File: config.mk
export PLATFORM = sky130hd
export DESIGN_NAME = table_scan_flat
export DESIGN_NICKNAME = d
export VERILOG_FILES = /design/src/common/lookup_pkg.sv /design/src/common/segment_if.sv /design/src/interp/table_scan.sv /design/src/flat_wrapper.sv
export SDC_FILE = /design/constraint.sdc
export NUM_CORES = 1
export LEC_CHECK = 0
export BUFFER_PORTS_ARGS = -buffer_cell sky130_fd_sc_hd__buf_2
export CAP_MARGIN = 40
export CORE_ASPECT_RATIO = 1.4
export CORE_MARGIN = 1.5
export CORE_UTILIZATION = 46
export DETAILED_ROUTE_END_ITERATION = 8
export GPL_TIMING_DRIVEN = 0
export PLACE_DENSITY = 0.79
export SYNTH_ARGS = -nofsm -noshare
export SYNTH_HDL_FRONTEND = slang
export SYNTH_SLANG_ARGS = --single-unit
File: constraint.sdc
create_clock -name clk -period 1.6 [get_ports clk]
set_input_delay 0.08 -clock clk [delete_from_list [all_inputs] [get_ports clk]]
set_output_delay 0.08 -clock clk [all_outputs]
set_load 0.02 [all_outputs]
File: src/common/lookup_pkg.sv
`default_nettype none

package lookup_pkg;

	localparam int X_W    = 24;             // latitude and table x
	localparam int Y_W    = 32;             // table y and result
	localparam int ADDR_W = 7;              // 128 table entries
	localparam int NUM_W  = X_W + Y_W + 1;  // interpolation numerator

	typedef logic [X_W-1:0]    coord_t;
	typedef logic [Y_W-1:0]    value_t;
	typedef logic [ADDR_W-1:0] table_addr_t;
	typedef logic [NUM_W-1:0]  numerator_t;

	// control phases of one lookup
	typedef enum logic [2:0] {
		ph_idle,
		ph_scan,
		ph_term0,   // y0 * (x1 - x0)
		ph_term1,   // (y1 - y0) * (lat - x0)
		ph_divide,
		ph_done
	} lookup_phase_e;

endpackage

`default_nettype wire

File: src/common/segment_if.sv
`timescale 1ns/1ps
`default_nettype none

// bracketing pair of table entries, lower one in x0/y0
interface segment_if import lookup_pkg::*; ();

	coord_t x0;
	coord_t x1;
	value_t y0;
	value_t y1;

	modport producer (output x0, x1, y0, y1);
	modport consumer (input x0, x1, y0, y1);

endinterface

`default_nettype wire

File: src/interp/table_scan.sv
`timescale 1ns/1ps
`default_nettype none

module table_scan import lookup_pkg::*; (
	input  logic               clk,
	input  logic               reset_n,
	input  logic               scan_en,
	input  coord_t             lat,
	output table_addr_t        cos_addr,
	input  logic [X_W+Y_W-1:0] cos_data,
	output logic               found,
	segment_if.producer        seg
);

	table_addr_t addr;
	coord_t      entry_x;
	value_t      entry_y;
	logic        past_lat;
	logic        last_entry;

	assign entry_x = cos_data[X_W+Y_W-1:Y_W];
	assign entry_y = cos_data[Y_W-1:0];

	// entry 0 is never the upper bound
	assign past_lat   = (addr != '0) && (entry_x > lat);
	assign last_entry = (addr == '1);
	assign found      = scan_en && (past_lat || last_entry);

	always_ff @(posedge clk or negedge reset_n) begin
		if (!reset_n) begin
			addr <= '0;
		end else if (scan_en && !found) begin
			addr <= addr + 1'b1;
		end else begin
			addr <= '0;
		end
	end

	assign cos_addr = addr;

	// sliding window, frozen once scan_en drops
	always_ff @(posedge clk) begin
		if (scan_en) begin
			seg.x0 <= seg.x1;
			seg.y0 <= seg.y1;
			seg.x1 <= entry_x;
			seg.y1 <= entry_y;
		end
	end

endmodule

`default_nettype wire

File: src/flat_wrapper.sv
// flat-port wrapper written by rule: the top's interface ports become plain ports
module table_scan_flat import lookup_pkg::*;
  (clk, reset_n, scan_en, lat, cos_addr, cos_data, found, seg_x0, seg_x1, seg_y0, seg_y1);
  segment_if seg_i ();
  input  logic clk;
  input  logic reset_n;
  input  logic scan_en;
  input  coord_t lat;
  output table_addr_t cos_addr;
  input  logic [X_W+Y_W-1:0] cos_data;
  output logic found;
  output wire logic [$bits(seg_i.x0)-1:0] seg_x0;
  output wire logic [$bits(seg_i.x1)-1:0] seg_x1;
  output wire logic [$bits(seg_i.y0)-1:0] seg_y0;
  output wire logic [$bits(seg_i.y1)-1:0] seg_y1;
  assign seg_x0 = seg_i.x0;
  assign seg_x1 = seg_i.x1;
  assign seg_y0 = seg_i.y0;
  assign seg_y1 = seg_i.y1;
  table_scan u_core (.clk(clk), .reset_n(reset_n), .scan_en(scan_en), .lat(lat), .cos_addr(cos_addr), .cos_data(cos_data), .found(found), .seg(seg_i));
endmodule
# Word-level counts from Yosys, hierarchy flattened
# Index checks and enable logic that the tools add are counted.
[totals] output_inout_bits=120 reg_bits=119 inputBits=83
[op_classes] magnitude_cmp=1 add_sub_neg=1 eq_ne=1 muxes=1 n_reduce_logical=6
[ops] cell="24-bit greater-than comparator" n=1
[ops] cell="7-bit by 1-bit adder with 7-bit output, second input constant" n=1
[ops] cell="7-bit equality test, second input constant" n=1
[ops] cell="7-bit 2-to-1 mux" n=1
[ops] cell="7-bit nonzero test" n=1
[ops] cell="1-bit logical AND" n=3
[ops] cell="1-bit logical NOT" n=1
[ops] cell="1-bit logical OR" n=1

# Longest topological paths before layout
[depth] depth_word=7 ltp_mapped=7 depth_no_buf=7

# Worst setup path before layout
# Ideal clock, no wire load.
[synth_path] kind="reg-to-output" from="register u_core.addr[0], in the netlist u_core.cos_addr[0]" to="output found" setup_slack_ns=-0.139 n_path_buf=0 stages_incl_launch_ff=7 arrival_time_ns=1.659 cell_sequence="dfrtp_1 -> inv_1 -> ha_1 -> nor4b_1 -> a22o_2 -> a31oi_4 -> o21a_1"
[synth_between] elab_chain_cells=4 elab_cells_between_ends=5
[synth_lines] element="start, declared" line="table_scan.sv:15" rtl="table_addr_t addr;"
[synth_lines] element="start signal, assigned" line="table_scan.sv:33" rtl="addr <= addr + 1'b1;"
[synth_lines] element="7-bit nonzero test" line="table_scan.sv:25" rtl="assign past_lat = (addr != '0) && (entry_x > lat);"
[synth_lines] element="1-bit logical AND" line="table_scan.sv:25"
[synth_lines] element="1-bit logical OR (*)" line="table_scan.sv:27" rtl="assign found = scan_en && (past_lat || last_entry);"
[synth_lines] element="1-bit logical AND (*)" line="table_scan.sv:27"
[synth_lines] element="end, declared" line="flat_wrapper.sv:11" rtl="output logic found;"
# Every way passes the cells marked *; elsewhere a longest branch is shown, timed or not.

# Worst setup path in the final report
# Ends and elaborated chain as after synthesis.

==> summary.txt <==
Timing
  • Worst-Margin Slew: 0.848 ns
  • Period utilisation layout: 119%
  • Final setup fails: 4
  • Min Tclk post-route: ~1.9 ns
  • Final WS setup: -0.298 ns
  • Hold slack: 0.0480 ns
  • Final slew viol count: 0
  • Clk_skew: 0.00743 ns
  • Setup TNS: -0.505 ns
  • Fmax: roughly 530 MHz
  • Fin. Hold Viols: 0
  • Slew headroom: a little over two fifths
  • RSZ-0062 raised after global routing: true

Global routing
  • Global Route Usage Sum: 21.5%
  • Pin count of the biggest net entering global routing: between 60 and 70
  • Total grt overflow: 0
  • Initial antenna violation count: 0
  • Vias in the first global route: approximately 3,200
  • First-pass GRT wire length: about 16 mm

Worst setup path
  • CP Data Arrival Time: between 1.5 and 2 ns
  • Buffer and inverter count on the worst path: 2
  • Max incr delay on CP: roughly 0.39 ns
  • Setup crit start: u_core.cos_addr[0]$_DFF_PN0_
  • Crit Path Category: reg2out
  • Cell Chain, Critical Path: inv_2 > ha_4 > nor4b_4 > a22o_2 > a31oi_4 > o21a_4 > buf_6
  • CP max stage cell: dfrtp_2
  • CP endpoint kind: primary output
  • Delay-heaviest family, CP: compound AO/OA/AOI/OAI gates
  • CP required: between 1.5 and 2 ns
  • Critical Path Fanout Max: 3
  • Critical R2R Launch: u_core.cos_addr[0]$_DFF_PN0_
  • Critical path launch point type: flip-flop

Drt
  • Via-per-instance ratio: around 5
  • DRT iter0 DRCs: 179
  • Wire per inst: approximately 17 um
  • Post-Route WL: 10.7 mm
  • Antenna-violating nets left: 0
  • DRC: 18
  • Routed vias: 3,128
  • DRT Pass-1 Iters: 9

CTS
  • CTS tree: done
  • Clock sink count: 119
  • TritonCTS Buffers: 17
  • # H-tree levels: 4
  • Root Driver: clkbuf_16
  • Clk buf depth: 2
  • Clock transition at path regs: around 0.050 ns
  • Clk Latency, worst-skew pair: around 0.40 ns

Synth
  • Largest family of logic cells by synthesized area: adder cells
  • Mux cell area share after synthesis: 0%
  • Sequential-to-total area share from yosys stat: between 80% and 90%
  • Mapped Area: around 0.0044 sq mm
  • Syn nets: around 350
  • Post-synthesis average cell area: around 19 sq um
  • Post-Syn Instances: around 240
  • Post-Synth XOR/XNOR Area: 1.00%
  • Simple-gate share of the synthesized area: 5.26%
  • FF+latch count, synth: around 120
  • Synth Warn #: 0
  • Adder-Cell Fraction of Synth Area: 7.43%
  • Yosys cell types: 28
  • Compound-cell area share of the yosys netlist: under 10%

Cells and area
  • Commonest non-fill, non-tap cell in the layout: buf_2
  • Most frequent cells in the layout: buf_2 (200), edfxtp_1 (112), dlygate4sd3_1 (57), inv_1 (25), ha_1 (25)
  • Share of layout cells above drive strength 1: 47.0%
  • N_diodes: 0
  • Non-filler cells, final: roughly 640
  • # nets final: roughly 630
  • Final Util: about 74%
  • Area growth, synth to finish: 54.2%
  • Final Cell Area: 0.00675 sq mm

Power and ir drop
  • P_leak: 3.02 nW
  • Worst-case vdd ir drop: about 0.66 mV
  • Power Total: around 8.2 mW
  • Power Density: between 1000 and 1500 mW/mm^2

Floorplanning
  • Core area: a little over 0.009 sq mm
  • Initial Util: 48.0%
  • Row count: 41
  • Die Y: between 100 and 150 um
  • Die ar.: approximately 0.01 sq mm
  • I/O pin count: between 200 and 250
  • Die X: between 80 and 90 um

Outcome
  • Status: finished, violations left
  • Failing checks: DRC, setup timing

Place
  • DP Wirelength: between 6 and 7 mm
  • Dpl ws: -0.412 ns
  • Port buffer count: roughly 200
  • Placer Congestion: just over 0.7
  • Cell Area, Placed: approximately 0.0056 sq mm
  • DP Cell Count: between 500 and 600

Run
  • Max cap viols: 0

Worst hold path
  • Hold crit path type: in2async
==> final cells by class <==
class / instances / area (sq um)
Clock inverter: 13 / 88.8
Sequential cell: 119 / 3540
Tap cell: 107 / 134
Multi-Input combinational cell: 89 / 796
Clock buffer: 19 / 433
Fill cell: 569 / 2380
Inverter: 28 / 105
Timing Repair Buffer: 264 / 1660
==> kinds of logic (layout without fill, tap and decap cells) <==
logic type      Yosys count  count (layout)
compound gates           18              18
xor+xnor                  5               5
fa+ha+maj                26              26
buf+inv                  28             324
flops                   119             119
simple gates             40              40
==> synth_stat cells <==
library cell	instances	area, sq um
o21a_1	1	7.51
nor4_2	1	12.5
a21boi_0	1	7.51
o31ai_1	1	7.51
nor4b_2	2	30.0
a31oi_1	1	6.26
ha_1	26	325
a22oi_1	1	7.51
xor2_1	2	17.5
a22o_2	1	10.0
a21oi_2	1	8.76
xnor2_1	3	26.3
edfxtp_1	112	3360
nor3_1	1	5.00
a31oi_4	1	21.3
a21oi_1	7	35.0
a221oi_2	1	15.0
and3_1	1	6.26
nor2_1	9	33.8
nand4_2	1	12.5
nand4_1	6	37.5
o21ai_0	2	10.0
nor4b_1	1	8.76
dfrtp_1	7	175
nand2_1	8	30.0
inv_1	28	105
nand4b_1	1	8.76
nand3_1	9	45.0
==> per-layer routing <==
| layer | share of wire (%) | up-vias | GRT usage (%) |
|---|---|---|---|
| li1 | - | 1463 | - |
| met1 | 34 | 1499 | 22.0 |
| met2 | 56 | 147 | 38.3 |
| met3 | 7.3 | 19 | 7.26 |
| met4 | 2.4 | 0 | 10.9 |
| met5 | 0 | - | 0 |
==> power by group <==
| group | internal (mW) | total [mW] | leakage (nW) | switching, mW |
|---|---|---|---|---|
| clock network | 2.08 | 3.32 | 0.254 | 1.23 |
| logic | 0.460 | 1.09 | 1.58 | 0.633 |
| registers | 3.68 | 3.78 | 1.19 | 0.0979 |
| total | 6.23 | 8.19 | 3.02 | 1.96 |
==> final timing paths <==
| path | depth (start not counted) | endpoint | slack, ns |
|---|---|---|---|
| hold / removal | 2 | u_core.cos_addr[6]$_DFF_PN0_ | 0.05 |
| max in group asynchronous | 2 | u_core.cos_addr[1]$_DFF_PN0_ | 1.37 |
| setup reg to reg | 8 | u_core.cos_addr[3]$_DFF_PN0_ | -0.11 |
| setup / recovery | 7 | found | -0.30 |
| hold reg to reg | 0 | u_core.seg.y0[9]$_DFFE_PP_ | 0.44 |
| min in group clk | 3 | u_core.cos_addr[4]$_DFF_PN0_ | 0.23 |
==> state kept, by name (all words and copies together) (netlist names) <==
name / flops
u_core.seg.x1: 24
u_core.seg.x0: 24
u_core.seg.y1: 32
u_core.seg.y0: 32
u_core.cos_addr: 7
==> timing repair <==
action,CTS,global route
endpoints found under the hold margin,63,0
setup buffers,4,2
pin swaps,3,4
setup endpoints to repair,3,8
hold buffers,57,0
resized for setup,9,6
Power figures use the tool's default switching activity.
