<file path="config.mk">
export PLATFORM = sky130hd
export DESIGN_NAME = restoring_divider
export DESIGN_NICKNAME = d
export VERILOG_FILES = /design/src/common/lookup_pkg.sv /design/src/interp/restoring_divider.sv
export SDC_FILE = /design/constraint.sdc
export NUM_CORES = 1
export LEC_CHECK = 0
export BUFFER_PORTS_ARGS = -buffer_cell sky130_fd_sc_hd__buf_2
export CAP_MARGIN = 20
export CORE_UTILIZATION = 60
export CTS_BUF_LIST = sky130_fd_sc_hd__clkbuf_4 sky130_fd_sc_hd__clkbuf_8
export CTS_CLUSTER_DIAMETER = 60
export DETAILED_ROUTE_END_ITERATION = 6
export PLACE_DENSITY = 0.81
export SETUP_SLACK_MARGIN = 0.1
export SLEW_MARGIN = 20
export SYNTH_ARGS = -nofsm -noshare
export SYNTH_HDL_FRONTEND = slang
export SYNTH_SLANG_ARGS = --single-unit
</file>
<file path="constraint.sdc">
create_clock -name clk -period 12.75 [get_ports clk]
set_input_delay 1.275 -clock clk [delete_from_list [all_inputs] [get_ports clk]]
set_output_delay 1.275 -clock clk [all_outputs]
set_load 0.1 [all_outputs]
</file>
<file path="src/common/lookup_pkg.sv">
`default_nettype none

package lookup_pkg;

	localparam int X_W    = 24;             // latitude and table x
	localparam int Y_W    = 32;             // table y and result
	localparam int ADDR_W = 7;              // 128 table entries
	localparam int NUM_W  = X_W + Y_W + 1;  // interpolation numerator

	typedef logic [X_W-1:0]    coord_t;
	typedef logic [Y_W-1:0]    value_t;
	typedef logic [ADDR_W-1:0] table_addr_t;
	typedef logic [NUM_W-1:0]  numerator_t;

	// control phases of one lookup
	typedef enum logic [2:0] {
		ph_idle,
		ph_scan,
		ph_term0,   // y0 * (x1 - x0)
		ph_term1,   // (y1 - y0) * (lat - x0)
		ph_divide,
		ph_done
	} lookup_phase_e;

endpackage

`default_nettype wire

</file>
<file path="src/interp/restoring_divider.sv">
`timescale 1ns/1ps
`default_nettype none

module restoring_divider import lookup_pkg::*; #(
	parameter int DIV_BITS_PER_CYCLE = 4
) (
	input  logic       clk,
	input  logic       reset_n,
	input  logic       start,
	input  numerator_t dividend,
	input  coord_t     divisor,
	output value_t     quotient,
	output logic       done
);

	localparam int ITER = (NUM_W + DIV_BITS_PER_CYCLE - 1) / DIV_BITS_PER_CYCLE;
	localparam int Q_W  = ITER * DIV_BITS_PER_CYCLE;   // dividend padded with leading zeros
	localparam int IT_W = $clog2(ITER + 1);
	localparam int R_W  = X_W + 1;

	logic [IT_W-1:0] iter_left;
	logic [IT_W-1:0] left_after;
	logic            active;
	logic [R_W-1:0]  rem_q, rem_nx;
	logic [Q_W-1:0]  dq_q, dq_nx;   // dividend out at the top, quotient in at the bottom
	coord_t          dsr_q, dsr;

	assign active     = start || (iter_left != '0);
	assign left_after = start ? IT_W'(ITER - 1) : iter_left - 1'b1;
	assign dsr        = start ? divisor : dsr_q;

	// DIV_BITS_PER_CYCLE compare-subtract-shift steps, first batch runs in the start cycle
	always_comb begin
		logic [R_W-1:0] trial;
		rem_nx = start ? '0 : rem_q;
		dq_nx  = start ? Q_W'(dividend) : dq_q;
		for (int i = 0; i < DIV_BITS_PER_CYCLE; i++) begin
			trial = {rem_nx[X_W-1:0], dq_nx[Q_W-1]};
			if (trial >= {1'b0, dsr}) begin
				rem_nx = trial - {1'b0, dsr};
				dq_nx  = {dq_nx[Q_W-2:0], 1'b1};
			end else begin
				rem_nx = trial;
				dq_nx  = {dq_nx[Q_W-2:0], 1'b0};
			end
		end
	end

	always_ff @(posedge clk) begin
		if (active) begin
			rem_q <= rem_nx;
			dq_q  <= dq_nx;
		end
		if (start) dsr_q <= divisor;
	end

	always_ff @(posedge clk or negedge reset_n) begin
		if (!reset_n) begin
			iter_left <= '0;
			done      <= 1'b0;
			quotient  <= '0;
		end else begin
			done <= 1'b0;
			if (active) begin
				iter_left <= left_after;
				if (left_after == '0) begin
					done     <= 1'b1;
					quotient <= dq_nx[Y_W-1:0];   // held until the next division ends
				end
			end
		end
	end

endmodule

`default_nettype wire

</file>
# --- Yosys cells after proc, flatten, opt, wreduce, memory -nomap -nowiden ---
# Index checks and enable logic that the tools add are counted.
totals:
  register_bits: 145
  latchBits: 0
  ram_bits: 0
  mem_bits_ro: 0
  in_bits: 84
  out_inout_bits: 33
  word_cells: 33
  n_memories: 0
classes:
  n_addsub: 5
  mul: 0
  n_div: 0
  order_cmp: 4
  eq_ne: 0
  n_shift: 0
  muxes: 14
  n_bitwise: 0
  n_reduce_logical: 4
ops:
  columns: ["cell", "count"]
  rows:
  - ["24-bit two-way mux", 6]
  - ["25-bit by 24-bit >= comparator with 1-bit output", 4]
  - ["24-bit subtractor", 4]
  - ["60-bit two-way mux", 1]
  - ["1-bit two-way mux", 6]
  - ["4-bit logical NOT", 1]
  - ["4-bit two-way mux", 1]
  - ["4-bit nonzero test", 1]
  - ["4-bit by 1-bit subtractor with 4-bit output (second input constant)", 1]
  - ["2-bit AND reduction", 1]
  - ["1-bit logical OR", 1]

# --- Depth between registers and ports, before layout ---
# Gate-level depths: netlist (run 1).
logic_depth:
  word_depth: 9
  ltp_mapped: 59
  ltp_nobuf: 47

# --- Least setup slack after synthesis (run 1) ---
# No wires, ideal clock.
synth_timing:
  path_kind: "input to register"
  from: "in start"
  to: "reg rem_q[19], data pin"
  setup_time_ps: 261
  arrival_time_ps: 12719
  required_ps: 12489
  slack_ps: -230
  path_stages: 54
  path_buffers: 11
  cell_sequence: "clkbuf_1 > buf_1 > clkbuf_1 > clkbuf_1 > mux2i_1 > inv_1 > fa_1 > nor2b_1 > o2111ai_1 > a31oi_1 > a21o_4 > a31oi_1 > xnor2_1 > mux2_2 > ha_1 > a21o_1 > a21o_1 > a211o_1 > [18 not listed] > a22oi_1 > or2_1 > buf_6 > clkbuf_2 > buf_2 > mux2i_1 > ha_1 > nor2b_1 > o21a_1 > o21ai_0 > a21oi_1 > o21ai_1 > o41a_1 > o211ai_1 > a221oi_1 > o211ai_4 > buf_6 > a221o_1"
synth_between:
  elab_chain_len: 9
  word_cells_on_any_way: 15
  classes_between: "4 x add/sub; 4 x order compare; 7 x mux"
synth_lines:
  columns: ["item", "line", "rtl"]
  rows:
  - ["start, declared", "restoring_divider.sv:9", "input logic start,"]
  - ["24-bit two-way mux (*)", null, null]
  - ["via dsr[1]", "restoring_divider.sv:26", "coord_t dsr_q, dsr;"]
  - ["24-bit subtractor / 25-bit by 24-bit >= comparator with 1-bit output (equally long branches)", "restoring_divider.sv:40, restoring_divider.sv:39", null]
  - ["24-bit two-way mux", "restoring_divider.sv:39", "if (trial >= {1'b0, dsr}) begin"]
  - ["24-bit subtractor / 25-bit by 24-bit >= comparator with 1-bit output (equally long branches)", "restoring_divider.sv:40, restoring_divider.sv:39", null]
  - ["24-bit two-way mux", "restoring_divider.sv:39", null]
  - ["24-bit subtractor / 25-bit by 24-bit >= comparator with 1-bit output (equally long branches)", "restoring_divider.sv:40, restoring_divider.sv:39", null]
  - ["24-bit two-way mux", "restoring_divider.sv:39", null]
  - ["24-bit subtractor / 25-bit by 24-bit >= comparator with 1-bit output (equally long branches)", "restoring_divider.sv:40, restoring_divider.sv:39", null]
  - ["24-bit two-way mux (*)", "restoring_divider.sv:39", null]
  - ["via rem_nx[19]", "restoring_divider.sv:24", "logic [R_W-1:0] rem_q, rem_nx;"]
  - ["end signal, assigned", "restoring_divider.sv:51", "rem_q <= rem_nx;"]
  - ["end, declared", "restoring_divider.sv:24", null]
# The timed path passes the listed nets; every way through them passes the cells marked *.
# A chain may end at the register's enable or synchronous reset.

# --- Worst setup path in the final report (run 1) ---
layout_timing:
  from: "in start"
  to: "reg rem_q[5], data pin"
layout_between:
  elab_chain_len: 9
  word_cells_on_any_way: 15
  classes_between: "4 x add/sub; 4 x order compare; 7 x mux"
layout_lines:
  columns: ["item", "line", "rtl"]
  rows:
  - ["60-bit two-way mux (tied with other cells)", "restoring_divider.sv:36", "dq_nx = start ? Q_W'(dividend) : dq_q;"]
  - ["24-bit subtractor / 25-bit by 24-bit >= comparator with 1-bit output (equally long branches)", "restoring_divider.sv:40, restoring_divider.sv:39", null]
  - ["24-bit two-way mux", "restoring_divider.sv:39", null]
  - ["24-bit subtractor / 25-bit by 24-bit >= comparator with 1-bit output (equally long branches)", "restoring_divider.sv:40, restoring_divider.sv:39", null]
  - ["24-bit two-way mux", "restoring_divider.sv:39", null]
  - ["24-bit subtractor / 25-bit by 24-bit >= comparator with 1-bit output (equally long branches)", "restoring_divider.sv:40, restoring_divider.sv:39", null]
  - ["24-bit two-way mux", "restoring_divider.sv:39", null]
  - ["24-bit subtractor / 25-bit by 24-bit >= comparator with 1-bit output (equally long branches)", "restoring_divider.sv:40, restoring_divider.sv:39", null]
  - ["24-bit two-way mux (*)", "restoring_divider.sv:39", null]
  - ["via rem_nx[5]", "restoring_divider.sv:24", null]
# Marked as above.

==> summary.md, run 1 <==
| Metric | Value |
|---|---|
| Status | finished, final reports clean |
| Worst rel slew slack | 41.2% |
| Worst min-delay path class | register to register |
| Starting Density | 61.6% |
| CTS sink cnt | 145 |
| WHS | 0.491 ns |
| IO Count | 117 |
| Most frequent cells in the layout | buf_2 (115), mux2_2 (112), ha_1 (96) |
| Rows | 50 |
| DR DRC count | 0 |
| Total Routed Length | 31900 um |
| Clk slew on worst S/H paths | 0.09 ns |
| # nets final | 1485 |
| Clock skew | 0.0260 ns |
| WP data required | 12.96 ns |
| Insertion delay to the later sink of the worst-skew pair | 0.48 ns |
| CTS tree | yes |
| CTS buffer count | 17 |
| Die width | 141 um |
| CP endpoint kind | register |
| Antenna Cells | 0 |
| Final critical-path required period | 12.22 ns |
| Post-synth top area share | 21.8% |
| Router iterations before antenna repair | 5 |
| Final Hold Viols | 0 |
| EDFF count, synth | 84 |
| Part of the cycle the worst path needs | 95.8% |
| Setup CP Type | input port to register |
| Cells after Synth | 1144 |
| Critical path peak fanout | 28 |
| Post-CTS Setup Inserts | 0 |
| Unrepaired setup endpoints after global routing | no |
| Synth Flop Type | edfxtp_1 |
| Hold buffers post-CTS | 0 |
| DRT iter0 DRCs | 867 |
| Fillcell total | 1418 |
| Synth Register Bits | 145 |
| Global route overflow | 0 |
| Synth Net Count | 1330 |
| Vias in the first global route | 9690 |
| Slew at the pin closest to its max-slew limit | 0.882 ns |
| IO buf count | 116 |
| Slowest CP cell | ha_1 |
| Warnings, synthesis | 0 |
| Cell type with the largest total area after synthesis | edfxtp_1 |
| Clock Root Buffer | clkbuf_8 |
| Worst path most repeated cell | buf_4 |
| Worst Path Arrival | 12.43 ns |
| Fin. max-slew vios | 0 |
| Area delta synth->final | 13.9% |
| Max Clock Freq | 81.8 MHz |
| Layout cells sized above 1 | 26.7% |
| Clock buffer depth | 2 |
| Placeable Area | 18800 sq um |
| Fraction of registers with async set/reset | 25.5% |
| Via count | 9766 |
| Max-cap violations | 0 |
| Largest net degree at the start of global routing | 66 |
| Max incr delay on CP | 0.46 ns |
| Setup-violating endpoint count in the final report | 0 |
| Wirelength per Cell | 20.6 um |
| Mapped cell area | 11600 sq um |
| Critical path launch point type | input port |
| Die ar. | 19800 sq um |
| Setup TNS | 0 ns |
| Synth area leaders | edfxtp_1 (22%), mux2_2 (11%), ha_1 (11%), dfrtp_1 (8.0%), mux2i_1 (4.5%) |
| Overall routing resource usage | 32.4% |
| Die Ht | 141 um |
| Initial antenna violation count | 0 |
| First-pass GRT wire length | 49600 um |
| Syn avg cell area | 10.1 sq um |
| ANT nets after route | 0 |
| Vias per inst | 6.32 |
| H-tree levels | 4 |
| Post-synth cell types | 78 |
| GPL Wtd Cong | 1.06 |
| Most common cell after layout, fill and taps aside | buf_2 |
| Post-synthesis sequential area ratio | 34.0% |
| Hpwl dp | 24100 um |
==> synth_stat cells (all sizes together), types with 24 or more instances <==
master and instances:
mux2i 52, dfxtp 24, a21o 50, edfxtp 84, nor2 47, nor2b 37, xor2 25, nand2 68
dfrtp 37, o21ai 46, mux2 113, a21oi 90, ha 98, inv 64, xnor2 58
==> layout make-up <==
type                            count  area, sq um  area share, %
Sequential cell                   145         3930           29.8
Clock buffer                       18          248           1.88
Clock inverter                     14          163           1.24
Inverter                           64          240           1.83
Multi-Input combinational cell    899         7250           55.0
Timing Repair Buffer              172         1040           7.94
Tap cell                          234          293           2.22
==> routing by layer <==
layer	global-route usage (%)	wire, um	vias up
li1	-	-	4573
met1	40.7	13000	4618
met2	53.8	15000	458
met3	5.26	2440	117
met4	16.9	1510	0
met5	0	0	-
==> metrics by stage <==
step | worst slack, ns | utilization [%] | std cells | cell area (sq um)
final | 0.531 | 70.1 | 1546 | 13200
after global routing | 0.106 | 70.1 | 1546 | 13200
after CTS | 0.539 | 69.9 | 1545 | 13100
after detailed placement | 0.0517 | 67.7 | 1513 | 12700
after global placement | 0.246 | 67.7 | 1513 | 12700
after floorplan | 0.236 | - | 1144 | 11600
==> path summary, 6_finish.rpt <==
kind                                               from                       end  slack [ns]  depth (start not counted)
max in group asynchronous                       reset_n  quotient[16]$_DFFE_PN0P_       11.27                          1
min in group asynchronous                       reset_n  quotient[21]$_DFFE_PN0P_        0.91                          1
worst max register to register       rem_q[1]$_DFFE_PP_        rem_q[5]$_DFFE_PP_        1.55                         44
worst max-delay path                              start        rem_q[5]$_DFFE_PP_        0.53                         45
worst min register to register  quotient[1]$_DFFE_PN0P_   quotient[1]$_DFFE_PN0P_        0.49                          2
worst min-delay path            quotient[1]$_DFFE_PN0P_   quotient[1]$_DFFE_PN0P_        0.49                          2
==> registers in the layout, indices dropped and copies added (netlist names) <==
signal     count
dsr_q         24
rem_q         24
quotient      32
dq_q          60
done           1
iter_left      4
==> timing repair <==
action                                  4_1_cts  5_1_grt
resized for setup                             0       10
endpoints found under the setup margin        0       26
hold endpoints to repair                      0        0
==> kinds of logic (layout without fill, tap and decap cells) <==
| group | after synthesis | in the layout | synth area share [%] |
|---|---|---|---|
| xor gates and xnor gates | 83 | 83 | 6.29 |
| muxes | 165 | 165 | 15.5 |
| AOI/OAI and AO/OA | 295 | 296 | 17.7 |
| and+or+nand+nor | 253 | 253 | 11.3 |
| adders and majority gates | 102 | 102 | 11.3 |
| DFF | 145 | 145 | 34.0 |
| buffers and inverters | 101 | 268 | 3.91 |
==> critical path: cells and delay by family <==
kind,cells,cell delay (ns)
mux,4,1.49
fa+ha+maj,4,1.41
buf+inv,7,1.60
simple gates,6,1.48
compound gates,24,5.09
Power of run 1 is not shown: default switching activity piles up to over one toggle a cycle in this logic, so the estimate is an artifact.
==> inputs of run 2 (changes only) <==
Settings changed: CTS_BUF_LIST sky130_fd_sc_hd__clkbuf_4 sky130_fd_sc_hd__clkbuf_8 to sky130_fd_sc_hd__clkbuf_2.
==> run 2 against run 1 <==
Effect of this change: sequential share of layout area increased by 0.41 points; die area is the same; hold slack better by 0.026 ns; critical path type unchanged; highest routed layer unchanged.
==> summary.md, run 2 (synthesized netlist as in run 1, its figures left out) <==
| Metric | Value |
|---|---|
| Status | finished, final reports clean |
| Final Hold Viols | 0 (unchanged) |
| Unrepaired setup endpoints after global routing | no |
| Die Ht | 141 um (unchanged) |
| Wirelength per Cell | 20.5 um (-0.73%) |
| Initial antenna violation count | 1 (+1) |
| Starting Density | 61.6% (unchanged) |
| Met3 GRT Util | 3.94% (-1.3 points) |
| Max reg flops | 60 (unchanged) |
| Biggest register | dq_q |
| Overall routing resource usage | 32.0% (-0.43 points) |
| Total Routed Length | 31700 um (-0.67%) |
| WP data required | 13.29 ns (+0.33 ns) |
| Setup-violating endpoint count in the final report | 0 (unchanged) |
| Part of the cycle the worst path needs | 96.0% (+0.18 points) |
| Largest net degree at the start of global routing | 66 (unchanged) |
| Worst rel slew slack | 42.7% (+1.5 points) |
| Clock buffer depth | 2 (unchanged) |
| IO buf count | 116 (unchanged) |
| Vias in the first global route | 9544 (-1.5%) |
| Max Clock Freq | 81.7 MHz (-0.19%) |
| Slew at the pin closest to its max-slew limit | 0.859 ns (-0.0228 ns) |
| Clock skew | 0.0811 ns (+0.0550 ns) |
| Vias per inst | 6.30 (-0.22%) |
| CP endpoint kind | register |
| Internal reg-to-reg setup slack | 1.43 ns (-0.12 ns) |
| Worst min-delay path class | register to register |
| Setup TNS | 0 ns (unchanged) |
| Hpwl dp | 24100 um (unchanged) |
| IO Count | 117 (unchanged) |
| Max-cap violations | 0 (unchanged) |
| Via count | 9751 (-0.15%) |
| GR Util met1 | 41.2% (+0.46 points) |
| Critical path launch point type | input port |
| Setup CP Type | input port to register |
| # nets final | 1485 (unchanged) |
| Die ar. | 19800 sq um (unchanged) |
| CTS tree | yes |
| ANT nets after route | 0 (unchanged) |
| Rows | 50 (unchanged) |
| Clk slew on worst S/H paths | 0.23 ns (+0.14 ns) |
| Slowest CP cell | a31o_2 |
| Critical path peak fanout | 28 (unchanged) |
| Layout cells sized above 1 | 26.1% (-0.53 points) |
| Top Registers | dq_q (60), quotient (32) |
| Fin. max-slew vios | 0 (unchanged) |
| First-pass GRT wire length | 49000 um (-1.2%) |
| Final critical-path required period | 12.24 ns (+0.0232 ns) |
| Placeable Area | 18800 sq um (unchanged) |
| Max incr delay on CP | 0.42 ns (-0.04 ns) |
| Most common cell after layout, fill and taps aside | buf_2 |
| Global route overflow | 0 (unchanged) |
| Insertion delay to the later sink of the worst-skew pair | 0.80 ns (+0.32 ns) |
| Router iterations before antenna repair | 6 (+1) |
| CTS buffer count | 17 (unchanged) |
| DR DRC count | 0 (unchanged) |
| Busiest metal layer after global routing | met2 |
| Met2 Usage GRT | 53.1% (-0.73 points) |
| DRT iter0 DRCs | 1056 (+22%) |
| Worst Path Arrival | 12.78 ns (+0.35 ns) |
| H-tree levels | 4 (unchanged) |
| CTS sink cnt | 145 (unchanged) |
| Worst path most repeated cell | a21o_1 |
| Clock Root Buffer | clkbuf_2 |
| Most frequent cells in the layout | buf_2 (115), mux2_2 (112), ha_1 (98) |
| Area delta synth->final | 12.3% |
| GPL Wtd Cong | 1.06 (unchanged) |
| Die width | 141 um (unchanged) |
-- run 2: changes by cell type in the layout (fill, tap and decap cells not counted), moves of 2 or more --
cell / before / now
ha_1: 96 / 98
clkbuf_8: 18 / 0
mux2i_2: 5 / 3
mux2i_1: 47 / 49
ha_2: 2 / 0
clkbuf_2: 0 / 17
-- run 2: area by class of cell --
| class | count | area, sq um |
|---|---|---|
| Multi-Input combinational cell | 899 | 7230 |
| Fill cell | 1438 | 5780 |
| Sequential cell | 145 | 3930 |
| Timing Repair Buffer | 172 | 1040 |
| Tap cell | 234 | 293 |
| Inverter | 64 | 240 |
| Clock inverter | 15 | 166 |
| Clock buffer | 17 | 85.1 |
| Antenna cell | 1 | 2.50 |
-- run 2: final timing paths --
path                                                 end                    start  cells past startpoint
worst min-delay path             quotient[2]$_DFFE_PN0P_  quotient[2]$_DFFE_PN0P_                      2
worst max-delay path                 rem_q[22]$_DFFE_PP_                    start                     45
worst max register to register       rem_q[22]$_DFFE_PP_       rem_q[1]$_DFFE_PP_                     43
min in group asynchronous       quotient[21]$_DFFE_PN0P_                  reset_n                      1
max in group asynchronous       quotient[16]$_DFFE_PN0P_                  reset_n                      1
worst min register to register   quotient[2]$_DFFE_PN0P_  quotient[2]$_DFFE_PN0P_                      2
-- run 2: per-stage QoR --
stage                     area (sq um)  utilization (%)  std cells  hold WS (ns)  setup slack (ns)
after floorplan                  11600                -       1144         0.504             0.236
after global placement           12700             67.7       1513         0.457             0.246
after detailed placement         12700             67.7       1513         0.476            0.0517
after CTS                        13000             69.1       1545         0.524             0.912
after global routing             13000             69.2       1547         0.556            0.0669
final                            13000             69.2       1547         0.517             0.507
-- run 2: worst max-delay path, delay by kind of cell --
family                     cells  cell delay (ns)
AOI/OAI and AO/OA             24             5.41
muxes                          4             1.49
buffers and inverters          5             1.27
adders and majority gates      4             1.42
and+or+nand+nor                7             1.77
xor gates and xnor gates       1             0.11
-- run 2: repair_timing --
action / in CTS / in global routing
setup buffers: 0 / 0
hold buffers: 0 / 0
setup endpoints to repair: 0 / 21
gates resized for setup: 0 / 3
-- run 2: per-layer routing --
metal  vias up  share of wire [%]
met1      4575                 41
met5         -                  0
met2       487                 47
li1       4584                  -
met4         0                4.3
met3       105                7.7
Power of run 2 is left out for the same reason.
==> inputs of run 3 (changes only) <==
Settings changed: CORE_MARGIN set to 2.
==> run 3 against run 2 <==
Effect of this change: the flow now finishes with violations (design-rule violations); non-clock buffer count is 1 lower; sequential share of layout area about the same; routed wire length fell by 0.95%; flip-flop and latch count unchanged; register-to-register slack lost 0.14 ns; die area is 2.9% higher; critical path depth is 2 higher; critical path type unchanged; largest cell class unchanged.
==> summary.md, run 3 (synthesized netlist as in run 1, its figures left out) <==
| Metric | Value |
|---|---|
| Biggest register | dq_q |
| Post-CTS Setup Inserts | 0 (unchanged) |
| Die Ht | 143 um (+1.4%) |
| DP Worst Slack | -0.341 ns (-0.393 ns) |
| Hpwl dp | 24200 um (+0.79%) |
| Die width | 143 um (+1.4%) |
| PostCTS Resize Cnt | 0 (unchanged) |
| # nets final | 1483 (-0.13%) |
| Vias in the first global route | 9274 (-2.8%) |
| Critical path peak fanout | 26 (-7.1%) |
| CP endpoint kind | register |
| CTS tree | yes |
| Initial antenna violation count | 1 (unchanged) |
| Part of the cycle the worst path needs | 95.1% (-0.87 points) |
| Setup-violating endpoint count in the final report | 0 (unchanged) |
| Setup TNS | 0 ns (unchanged) |
| Layout cells sized above 1 | 26.1% (-0.036 points) |
| Fin. max-slew vios | 0 (unchanged) |
| Overall routing resource usage | 30.8% (-1.2 points) |
| CTS buffer count | 17 (unchanged) |
| CP startpoint | start |
| Placeable Area | 18800 sq um (+0.33%) |
| CTS sink cnt | 145 (unchanged) |
| Worst rel slew slack | 31.0% (-12 points) |
| Hold Crit Endpoint | quotient[2]$_DFFE_PN0P_ |
| Wirelength per Cell | 20.0 um (-2.5%) |
| Rows | 50 (unchanged) |
| Hold buffers post-CTS | 0 (unchanged) |
| H-tree levels | 4 (unchanged) |
| Max incr delay on CP | 0.47 ns (+0.05 ns) |
| DR DRC count | 1 (+1) |
| Final critical-path required period | 12.13 ns (-0.111 ns) |
| ANT nets after route | 0 (unchanged) |
| Status | complete, but fails checks |
| Unrepaired setup endpoints after global routing | no |
| Die ar. | 20400 sq um (+2.9%) |
| Clock buffer depth | 2 (unchanged) |
| R2R cell count | 44 (+2.3%) |
| IO buf count | 116 (unchanged) |
| WP data required | 13.26 ns (-0.03 ns) |
| Most common cell after layout, fill and taps aside | buf_2 |
| Clock skew | 0.0472 ns (-0.0339 ns) |
| Slew at the pin closest to its max-slew limit | 1.03 ns (+0.170 ns) |
| Starting Density | 61.4% (-0.20 points) |
| Failing checks | design-rule violations |
| Largest net degree at the start of global routing | 56 (-15%) |
| Final Hold Viols | 0 (unchanged) |
| Worst min-delay path class | register to register |
| Worst Path Arrival | 12.64 ns (-0.14 ns) |
| DRT iter0 DRCs | 833 (-21%) |
| Slowest CP cell | a221o_1 |
| Max Clock Freq | 82.4 MHz (+0.92%) |
| Critical path launch point type | input port |
| Worst hold stages | 2 (unchanged) |
| Global route overflow | 0 (unchanged) |
| Most frequent cells in the layout | buf_2 (115), mux2_2 (112), ha_1 (98) |
| Clock Root Buffer | clkbuf_2 |
| Min-delay src | quotient[2]$_DFFE_PN0P_ |
| GPL Wtd Cong | 0.985 (-7.1%) |
| RR Endpoint | rem_q[16]$_DFFE_PP_ |
| Insertion delay to the later sink of the worst-skew pair | 0.75 ns (-0.05 ns) |
| Max reg flops | 60 (unchanged) |
| Final WS setup | 0.619 ns (+0.111 ns) |
| Max-cap violations | 0 (unchanged) |
| Clk slew on worst S/H paths | 0.23 ns (about the same) |
| Area delta synth->final | 12.4% (about the same) |
| Router iterations before antenna repair | 7 (+1) |
| First-pass GRT wire length | 48900 um (-0.13%) |
| Internal reg-to-reg setup slack | 1.29 ns (-0.14 ns) |
| Top Registers | dq_q (60), quotient (32) |
| Setup CP Type | input port to register |
| IO Count | 117 (unchanged) |
| Vias per inst | 6.20 (-1.6%) |
| Reg-to-Reg Start | dsr_q[14]$_DFF_P_ |
| Via count | 9741 (-0.10%) |
| Total Routed Length | 31400 um (-0.95%) |
| Worst path most repeated cell | ha_1 |
-- run 3: routing by layer --
layer / vias to the layer above / global-route usage [%] / routed length, um
met5: - / 0 / 0
met4: 0 / 9.59 / 811
met3: 70 / 5.13 / 2280
met2: 472 / 50.4 / 14900
met1: 4627 / 41.9 / 13400
li1: 4572 / - / -
-- run 3: worst max-delay path by stage --
stage	end	slack, ns	depth (start not counted)
2_1_floorplan	rem_q[19]$_DFFE_PP_	0.24	55
3_3_place_gp	rem_q[15]$_DFFE_PP_	-0.10	46
3_5_place_dp	rem_q[10]$_DFFE_PP_	-0.34	47
4_1_cts	rem_q[20]$_DFFE_PP_	0.42	47
5_1_grt	rem_q[16]$_DFFE_PP_	0.19	47
6_report	rem_q[16]$_DFFE_PP_	0.62	47
-- run 3: worst max-delay path: cells and delay by family --
| kind | cells | cell delay [ns] |
|---|---|---|
| muxes | 4 | 1.42 |
| adders and majority gates | 5 | 1.71 |
| buffers and inverters | 6 | 1.31 |
| xor gates and xnor gates | 1 | 0.13 |
| and+or+nand+nor | 13 | 2.61 |
| AOI/OAI and AO/OA | 18 | 4.12 |
-- run 3: area by class of cell --
cell class	count	area (sq um)
sequential	145	3930
clock buffer	18	90.1
inverter	64	240
antenna	1	2.50
timing repair buffer	171	1050
fill	1462	5840
multi-input combinational	898	7240
tap	260	325
clock inverter	14	119
-- run 3: stage by stage --
stage | util (%) | hold WS, ns | cells | instance area (sq um)
2_1_floorplan | - | 0.504 | 1144 | 11600
3_3_place_gp | 67.7 | 0.464 | 1538 | 12700
3_5_place_dp | 67.7 | 0.477 | 1538 | 12700
4_1_cts | 68.8 | 0.522 | 1570 | 13000
5_1_grt | 69.0 | 0.551 | 1571 | 13000
6_report | 69.0 | 0.517 | 1571 | 13000
Power of run 3 is left out for the same reason.
